===== config.mk =====
export PLATFORM = sky130hd
export DESIGN_NAME = mont_mul_top
export DESIGN_NICKNAME = d
export VERILOG_FILES = /design/src/rtl/mont_pkg.sv /design/src/rtl/accumulator.sv /design/src/rtl/digit_counter.sv /design/src/rtl/mont_ctrl.sv /design/src/rtl/mont_mul_top.sv /design/src/rtl/operand_table.sv
export SDC_FILE = /design/constraint.sdc
export NUM_CORES = 2
export LEC_CHECK = 0
export BUFFER_PORTS_ARGS = -buffer_cell sky130_fd_sc_hd__buf_4
export CORE_MARGIN = 2
export CORE_UTILIZATION = 25
export CTS_CLUSTER_SIZE = 10
export DETAILED_ROUTE_END_ITERATION = 7
export PLACE_DENSITY_LB_ADDON = 0.3
export SYNTH_ARGS = -nofsm -noshare
export SYNTH_HDL_FRONTEND = slang
export SYNTH_SLANG_ARGS = --single-unit

===== constraint.sdc =====
create_clock -name clk -period 6.1 [get_ports clk]
set_clock_uncertainty 0.1 [all_clocks]
set_input_delay 0 -clock clk [delete_from_list [all_inputs] [get_ports clk]]
set_output_delay 0 -clock clk [all_outputs]
set_load 0.05 [all_outputs]

===== src/rtl/mont_pkg.sv =====
package mont_pkg;

    // sequencing states of the controller
    typedef enum logic [2:0] {
        ST_IDLE  = 3'd0,
        ST_LOAD  = 3'd1,
        ST_PREP  = 3'd2,
        ST_ADD_A = 3'd3,
        ST_ADD_M = 3'd4,
        ST_SUB   = 3'd5,
        ST_DONE  = 3'd6
    } ctrl_state_t;

    // accumulator operation
    typedef enum logic [2:0] {
        OP_HOLD  = 3'd0,
        OP_CLEAR = 3'd1,
        OP_ADD_A = 3'd2, // add digit multiple of b
        OP_ADD_M = 3'd3, // add multiple of m, then shift right by two
        OP_SUB_M = 3'd4  // subtract m when no borrow
    } acc_op_t;

    // which stored multiple feeds the addend
    typedef enum logic [2:0] {
        SEL_ZERO = 3'd0,
        SEL_B1   = 3'd1,
        SEL_B2   = 3'd2,
        SEL_B3   = 3'd3,
        SEL_M1   = 3'd4,
        SEL_M2   = 3'd5,
        SEL_M3   = 3'd6
    } mult_sel_t;

    // control bundle from mont_ctrl to the data modules, 6 bits
    typedef struct packed {
        acc_op_t op;
        logic    load_ops;   // capture a, b and m
        logic    build_mult; // form 2b, 3b, 2m, 3m
        logic    next_digit; // shift a and step the counter
    } ctrl_t;

endpackage


===== src/rtl/accumulator.sv =====
`timescale 1ns/1ps

module accumulator #(
    parameter int WIDTH = 64
) (
    input  logic             clk,
    input  logic             resetn,
    input  mont_pkg::ctrl_t  ctrl,
    input  logic [WIDTH+1:0] addend,
    output logic [1:0]       c_low,
    output logic [WIDTH-1:0] result
);

    // acc stays below 2m between digits, sums below 8m
    logic [WIDTH+2:0] acc;
    logic [WIDTH+2:0] sum;
    logic [WIDTH+3:0] diff; // extra msb is the borrow

    assign sum  = acc + {1'b0, addend};
    assign diff = {1'b0, acc} - {2'b00, addend};

    always_ff @(posedge clk) begin
        if (!resetn) begin
            acc <= '0;
        end else begin
            case (ctrl.op)
                mont_pkg::OP_CLEAR: acc <= '0;
                mont_pkg::OP_ADD_A: acc <= sum;
                mont_pkg::OP_ADD_M: begin
                    // two low bits of sum are zero here
                    acc <= {2'b00, sum[WIDTH+2:2]};
                end
                mont_pkg::OP_SUB_M: begin
                    if (!diff[WIDTH+3]) begin
                        acc <= diff[WIDTH+2:0];
                    end
                end
                default: acc <= acc;
            endcase
        end
    end

    assign c_low  = acc[1:0]; // read by the q selection during ADD_M
    assign result = acc[WIDTH-1:0];

endmodule


===== src/rtl/digit_counter.sv =====
`timescale 1ns/1ps

module digit_counter #(
    parameter int WIDTH = 64
) (
    input  logic            clk,
    input  logic            resetn,
    input  mont_pkg::ctrl_t ctrl,
    output logic            last
);

    localparam int CW = $clog2(WIDTH / 2 + 1);

    logic [CW-1:0] count; // digits of a still to process

    always_ff @(posedge clk) begin
        if (!resetn) begin
            count <= '0;
        end else if (ctrl.load_ops) begin
            count <= CW'(WIDTH / 2);
        end else if (ctrl.next_digit && count != '0) begin
            count <= count - 1'b1;
        end
    end

    // one digit left
    assign last = (count == CW'(1));

endmodule


===== src/rtl/mont_ctrl.sv =====
`timescale 1ns/1ps

module mont_ctrl (
    input  logic            clk,
    input  logic            resetn,
    input  logic            start,
    input  logic            last,
    output mont_pkg::ctrl_t ctrl,
    output logic            done,
    output logic            busy
);

    mont_pkg::ctrl_state_t state;
    mont_pkg::ctrl_state_t state_nxt;

    always_ff @(posedge clk) begin
        if (!resetn) begin
            state <= mont_pkg::ST_IDLE;
            done  <= 1'b0;
            busy  <= 1'b0;
        end else begin
            state <= state_nxt;
            done  <= (state_nxt == mont_pkg::ST_DONE); // single cycle, DONE lasts one
            busy  <= (state_nxt != mont_pkg::ST_IDLE);
        end
    end

    always_comb begin
        state_nxt = state;
        case (state)
            mont_pkg::ST_IDLE: begin
                if (start) begin
                    state_nxt = mont_pkg::ST_LOAD; // start only seen here
                end
            end
            mont_pkg::ST_LOAD:  state_nxt = mont_pkg::ST_PREP;
            mont_pkg::ST_PREP:  state_nxt = mont_pkg::ST_ADD_A;
            mont_pkg::ST_ADD_A: state_nxt = mont_pkg::ST_ADD_M;
            mont_pkg::ST_ADD_M: begin
                // leave after the final digit
                state_nxt = last ? mont_pkg::ST_SUB : mont_pkg::ST_ADD_A;
            end
            mont_pkg::ST_SUB:   state_nxt = mont_pkg::ST_DONE;
            mont_pkg::ST_DONE:  state_nxt = mont_pkg::ST_IDLE;
            default:            state_nxt = mont_pkg::ST_IDLE;
        endcase
    end

    // one accumulator op per state plus the strobes
    always_comb begin
        ctrl    = '0;
        ctrl.op = mont_pkg::OP_HOLD;
        case (state)
            mont_pkg::ST_LOAD: begin
                ctrl.op       = mont_pkg::OP_CLEAR;
                ctrl.load_ops = 1'b1;
            end
            mont_pkg::ST_PREP: begin
                ctrl.build_mult = 1'b1;
            end
            mont_pkg::ST_ADD_A: begin
                ctrl.op = mont_pkg::OP_ADD_A;
            end
            mont_pkg::ST_ADD_M: begin
                ctrl.op         = mont_pkg::OP_ADD_M;
                ctrl.next_digit = 1'b1; // digit consumed
            end
            mont_pkg::ST_SUB: begin
                ctrl.op = mont_pkg::OP_SUB_M;
            end
            default: begin
                ctrl.op = mont_pkg::OP_HOLD;
            end
        endcase
    end

endmodule


===== src/rtl/mont_mul_top.sv =====
`timescale 1ns/1ps

module mont_mul_top #(
    parameter int WIDTH = 64 // even
) (
    input  logic             clk,
    input  logic             resetn,
    input  logic             start,
    input  logic [WIDTH-1:0] in_a,
    input  logic [WIDTH-1:0] in_b,
    input  logic [WIDTH-1:0] in_m,
    output logic [WIDTH-1:0] result,
    output logic             done,
    output logic             busy
);

    mont_pkg::ctrl_t  ctrl;
    logic             last;
    logic [WIDTH+1:0] addend;
    logic [1:0]       c_low;

    mont_ctrl u_ctrl (
        .clk    (clk),
        .resetn (resetn),
        .start  (start),
        .last   (last),
        .ctrl   (ctrl),
        .done   (done),
        .busy   (busy)
    );

    digit_counter #(.WIDTH(WIDTH)) u_counter (
        .clk    (clk),
        .resetn (resetn),
        .ctrl   (ctrl),
        .last   (last)
    );

    operand_table #(.WIDTH(WIDTH)) u_table (
        .clk    (clk),
        .resetn (resetn),
        .ctrl   (ctrl),
        .in_a   (in_a),
        .in_b   (in_b),
        .in_m   (in_m),
        .c_low  (c_low),
        .addend (addend)
    );

    accumulator #(.WIDTH(WIDTH)) u_acc (
        .clk    (clk),
        .resetn (resetn),
        .ctrl   (ctrl),
        .addend (addend),
        .c_low  (c_low),
        .result (result)
    );

endmodule


===== src/rtl/operand_table.sv =====
`timescale 1ns/1ps

module operand_table #(
    parameter int WIDTH = 64
) (
    input  logic             clk,
    input  logic             resetn,
    input  mont_pkg::ctrl_t  ctrl,
    input  logic [WIDTH-1:0] in_a,
    input  logic [WIDTH-1:0] in_b,
    input  logic [WIDTH-1:0] in_m,
    input  logic [1:0]       c_low,
    output logic [WIDTH+1:0] addend
);

    logic [WIDTH-1:0] a_q; // scanned two bits at a time from the lsb end
    logic [WIDTH+1:0] b1;
    logic [WIDTH+1:0] b2;
    logic [WIDTH+1:0] b3;
    logic [WIDTH+1:0] m1;
    logic [WIDTH+1:0] m2;
    logic [WIDTH+1:0] m3;
    logic [1:0]       q;
    mont_pkg::mult_sel_t sel;

    always_ff @(posedge clk) begin
        if (!resetn) begin
            a_q <= '0;
            b1  <= '0;
            b2  <= '0;
            b3  <= '0;
            m1  <= '0;
            m2  <= '0;
            m3  <= '0;
        end else begin
            if (ctrl.load_ops) begin
                a_q <= in_a;
                b1  <= {2'b00, in_b};
                m1  <= {2'b00, in_m};
            end else if (ctrl.next_digit) begin
                a_q <= {2'b00, a_q[WIDTH-1:2]};
            end
            if (ctrl.build_mult) begin
                b2 <= b1 << 1;
                b3 <= b1 + (b1 << 1); // fits, b < 2^WIDTH
                m2 <= m1 << 1;
                m3 <= m1 + (m1 << 1);
            end
        end
    end

    // m odd so m is its own inverse mod 4, q = -c*m mod 4
    assign q = 2'd0 - c_low * m1[1:0];

    always_comb begin
        sel = mont_pkg::SEL_ZERO;
        case (ctrl.op)
            mont_pkg::OP_ADD_A: begin
                case (a_q[1:0])
                    2'd1:    sel = mont_pkg::SEL_B1;
                    2'd2:    sel = mont_pkg::SEL_B2;
                    2'd3:    sel = mont_pkg::SEL_B3;
                    default: sel = mont_pkg::SEL_ZERO;
                endcase
            end
            mont_pkg::OP_ADD_M: begin
                case (q)
                    2'd1:    sel = mont_pkg::SEL_M1;
                    2'd2:    sel = mont_pkg::SEL_M2;
                    2'd3:    sel = mont_pkg::SEL_M3;
                    default: sel = mont_pkg::SEL_ZERO; // low bits already zero
                endcase
            end
            mont_pkg::OP_SUB_M: sel = mont_pkg::SEL_M1;
            default:            sel = mont_pkg::SEL_ZERO;
        endcase
    end

    always_comb begin
        case (sel)
            mont_pkg::SEL_B1: addend = b1;
            mont_pkg::SEL_B2: addend = b2;
            mont_pkg::SEL_B3: addend = b3;
            mont_pkg::SEL_M1: addend = m1;
            mont_pkg::SEL_M2: addend = m2;
            mont_pkg::SEL_M3: addend = m3;
            default:          addend = '0;
        endcase
    end

endmodule


==> flow_metrics.py <==
metrics = {
    "placed_design": {
        "portBuffers": 260,
        "dp.cells": 7246,
        "place.gp.congestion": 0.985,
        "hpwl_microns": 118000,
    },
    "synthesis": {
        "synthesis.nets": 5660,
        "async_flop_share_pct": 0,
        "ys_seq_area_share_pct": 28.1,
        "syn_inst": 5197,
        "synthMuxAreaShare_pct": 0.300,
        "synth_compound_gate_area_share_pct": 30.1,
        "synth_fa_ha_area_share_pct": 9.01,
        "synth-edff-count": 0,
        "synth_seq_cells": 528,
        "avgSynthCellArea_sq_um": 7.23,
        "synth.distinct_cells": 108,
        "yosys.area_share.simple_pct": 21.3,
        "synth_area_sq_um": 37600,
        "synth_top_family_by_area": "compound AO/OA/AOI/OAI gates",
        "ys_warn_count": 0,
        "synth_ff_type": "dfxtp_1",
        "synth_xor_xnor_area_share_pct": 4.43,
    },
    "finish": {
        "fin_cells": 7594,
        "area_growth_pct": 23.8,
        "nets": 6004,
        "drive_gt1_share_pct": 11.0,
    },
    "min_path": {
        "hold_path.class": "in -> reg",
    },
    "route": {
        "drt-initial-drc-count": 3755,
        "drc": 9,
        "ant_nets": 0,
        "firstDrtPassIters": 8,
        "vias_per_cell": 5.29,
        "wl_per_cell_microns": 20.9,
        "wl_microns": 159000,
        "via_count": 40200,
    },
    "cts": {
        "clock_latency_ns": 0.69,
        "clk_pin_slew_ns": 0.06,
        "cts_max_level": 3,
        "cts_made_buffers": 68,
        "cts_root_buffer": "clkbuf_16",
        "cts_tree": "done",
        "numClockSinks": 528,
        "cts_buffer_depth": 3,
    },
    "setup_path": {
        "endpoint_kind": "register",
        "required_ns": 6.56,
        "timing.critical_path.mode_cell": "a21oi_1",
        "cp_max_fo": 44,
        "worstSetupPathType": "reg -> reg",
        "cp_slowest_stage_delay_ns": 0.64,
        "cp_top_family": "compound AO/OA/AOI/OAI gates",
        "cpMaxStageDelayCell": "a221oi_1",
        "worstPathArrival_ns": 6.30,
        "cp_num_buf_inv": 4,
        "crit_chain": "nor2b_1 > nand2b_4 > nor3_4 > nor3_4 > buf_4 > buf_12 > a221oi_1 > ha_1 > buf_4 > inv_1 > a21oi_1 > o31ai_1 > a221oi_1 > o31ai_1 > a21oi_1 > a21oi_1 > or3_1 > a32oi_1 > o21ai_0 > a22o_1",
        "critPathLaunchType": "register",
    },
    "run_status": {
        "violations": "design-rule violations",
        "status": "finished with violations",
    },
    "sta": {
        "min_period_ns": 5.84,
        "timing.final.crit_share_pct": 95.7,
        "drv_slew": 0,
        "tightest_slew_ns": 1.05,
        "final-setup-viol-count": 0,
        "final_hold_viol_count": 0,
        "relSlewSlack_pct": 30.0,
        "maxClockFrequency_mhz": 171,
    },
    "grt": {
        "grt_first_pass_wirelength_microns": 237000,
        "grt_usage_pct": 19.9,
        "grt_max_degree": 191,
        "grt_pass1_vias": 38200,
        "grt.overflow.total": 0,
        "antenna_found_initial": 2,
    },
    "die": {
        "initial_core_util_pct": 25.1,
        "core-area_sq_um": 150000,
        "die_y_microns": 392,
        "dieArea_sq_um": 153000,
        "die_x_microns": 392,
        "placementRows": 142,
        "ioPinCount": 261,
    },
    "power": {
        "peakVddDrop_mv": 0.209,
        "power.density_nw_per_um2": 234,
        "p_total_w": 0.0109,
        "p_leak_nw": 19.1,
    },
    "run": {
        "maxCapViolCount": 0,
    },
}
[registers in the layout (all words and copies together), names as in the netlist, 3 cells and up]
name / cells
u_acc.acc: 67
u_table.b3: 66
u_table.m3: 66
u_table.a_q: 64
u_table.b1: 64
u_table.m1: 64
u_table.b2: 63
u_table.m2: 63
u_counter.count: 6
u_ctrl.state: 3
[per-layer routing]
metal | up-vias | GRT usage [%] | routed length [microns]
li1 | 19300 | - | -
met1 | 19200 | 28.0 | 74200
met2 | 1384 | 31.2 | 70300
met3 | 235 | 2.88 | 9890
met4 | 2 | 6.36 | 4470
met5 | - | 0 | 16
[cells in the final DEF, fill, tap and decap left out, types with 13 or more instances in the layout]
cell type,instances
o22ai_1,68
a31oi_1,40
a22oi_1,36
dfxtp_1,528
a211oi_1,50
a221oi_1,91
inv_1,173
a21oi_1,675
o31ai_1,34
a311oi_1,39
o21bai_1,63
nand2_1,1124
clkbuf_16,68
and2_1,16
nand2b_1,33
nor2b_1,39
o21ai_1,28
o21a_1,34
o21ai_0,196
clkbuf_1,15
nor3_1,82
o211ai_1,27
xnor2_1,143
buf_4,435
nand4_1,59
dlygate4sd3_1,238
and3_1,22
nand3_1,68
xor2_1,47
nor2_1,326
nor4_1,28
ha_1,263
a21o_1,93
a222oi_1,66
buf_12,13
or3_1,22
o221ai_1,22
[synthesized netlist by cell type, types with 32 or more instances]
cell type / count / area (sq um)
nand2_1: 1127 / 4230
a21oi_1: 676 / 3380
dfxtp_1: 528 / 10600
nor2_1: 331 / 1240
clkbuf_1: 292 / 1100
ha_1: 264 / 3300
o21ai_0: 196 / 981
inv_1: 173 / 649
xnor2_1: 143 / 1250
a221oi_1: 94 / 823
a21o_1: 93 / 698
nor3_1: 84 / 420
nand3_1: 68 / 340
o22ai_1: 68 / 425
a222oi_1: 66 / 661
buf_4: 65 / 488
o21bai_1: 63 / 473
nand4_1: 59 / 369
a211oi_1: 50 / 375
xor2_1: 47 / 412
a31oi_1: 41 / 257
a311oi_1: 39 / 342
nor2b_1: 39 / 244
a22oi_1: 36 / 270
nand2b_1: 35 / 219
o21a_1: 34 / 255
o31ai_1: 34 / 255
buf_1: 32 / 120
[worst min-delay path: cells and delay by family]
kind                   cells  cell delay (ns)
AOI/OAI and AO/OA          1             0.10
and+or+nand+nor            1             0.04
buffers and inverters      2             0.63
[stage by stage]
| step | TNS, ns | util, % | worst slack (ns) | hold slack, ns | cell area, sq um |
|---|---|---|---|---|---|
| 2_1_floorplan | 0 | - | 0.785 | 0.0360 | 37600 |
| 3_3_place_gp | 0 | 28.0 | 0.222 | 0.148 | 41900 |
| 3_5_place_dp | 0 | 28.0 | 0.150 | 0.159 | 41900 |
| 4_1_cts | 0 | 31.0 | 0.111 | 0.000114 | 46400 |
| 5_1_grt | -0.00614 | 31.1 | -0.00614 | 0.0408 | 46500 |
| 6_report | 0 | 31.1 | 0.261 | 0.0384 | 46500 |
[final timing paths]
check / startpoint / end / slack [ns] / depth (start not counted)
min reg2reg: u_table.b3[17] / u_table.b3[17] / 0.35 / 2
min: in_b[23] / u_table.b1[23] / 0.04 / 4
max: u_ctrl.state[2] / u_acc.acc[54] / 0.26 / 20
max reg2reg: u_ctrl.state[2] / u_acc.acc[54] / 0.26 / 20
[report_power, final]
| group | internal (W) | switching [W] | total [W] |
|---|---|---|---|
| clock | 0.00240 | 0.00172 | 0.00412 |
| sequential | 0.00362 | 0.000231 | 0.00385 |
| combinational | 0.00111 | 0.00181 | 0.00291 |
| total | 0.00713 | 0.00376 | 0.0109 |
[timing repair]
item	4_1_cts	5_1_grt
hold endpoints to repair	221	0
hold buffers	238	0
endpoints found under the setup margin	0	56
resized for setup	0	7
setup buffers	0	3
[cell type report]
| cell class | instances | area, sq um |
|---|---|---|
| Fill cell | 16300 | 103000 |
| Antenna cell | 1 | 2.50 |
| Tap cell | 2016 | 2520 |
| Timing Repair Buffer | 686 | 5910 |
| Inverter | 178 | 676 |
| Sequential cell | 528 | 10600 |
| Clock inverter | 16 | 344 |
| Multi-Input combinational cell | 4079 | 24600 |
| Clock buffer | 90 | 1850 |
[cells by family (layout without fill, tap and decap cells)]
logic type                 count (synthesis)  after routing
adders and majority gates                268            268
DFF                                      528            528
and+or+nand+nor                         1882           1882
buffers and inverters                    590            970
other                                      0              1
muxes                                     11             11
AOI/OAI and AO/OA                       1728           1728
xor gates and xnor gates                 190            190
(Power assumes the default switching activity.)
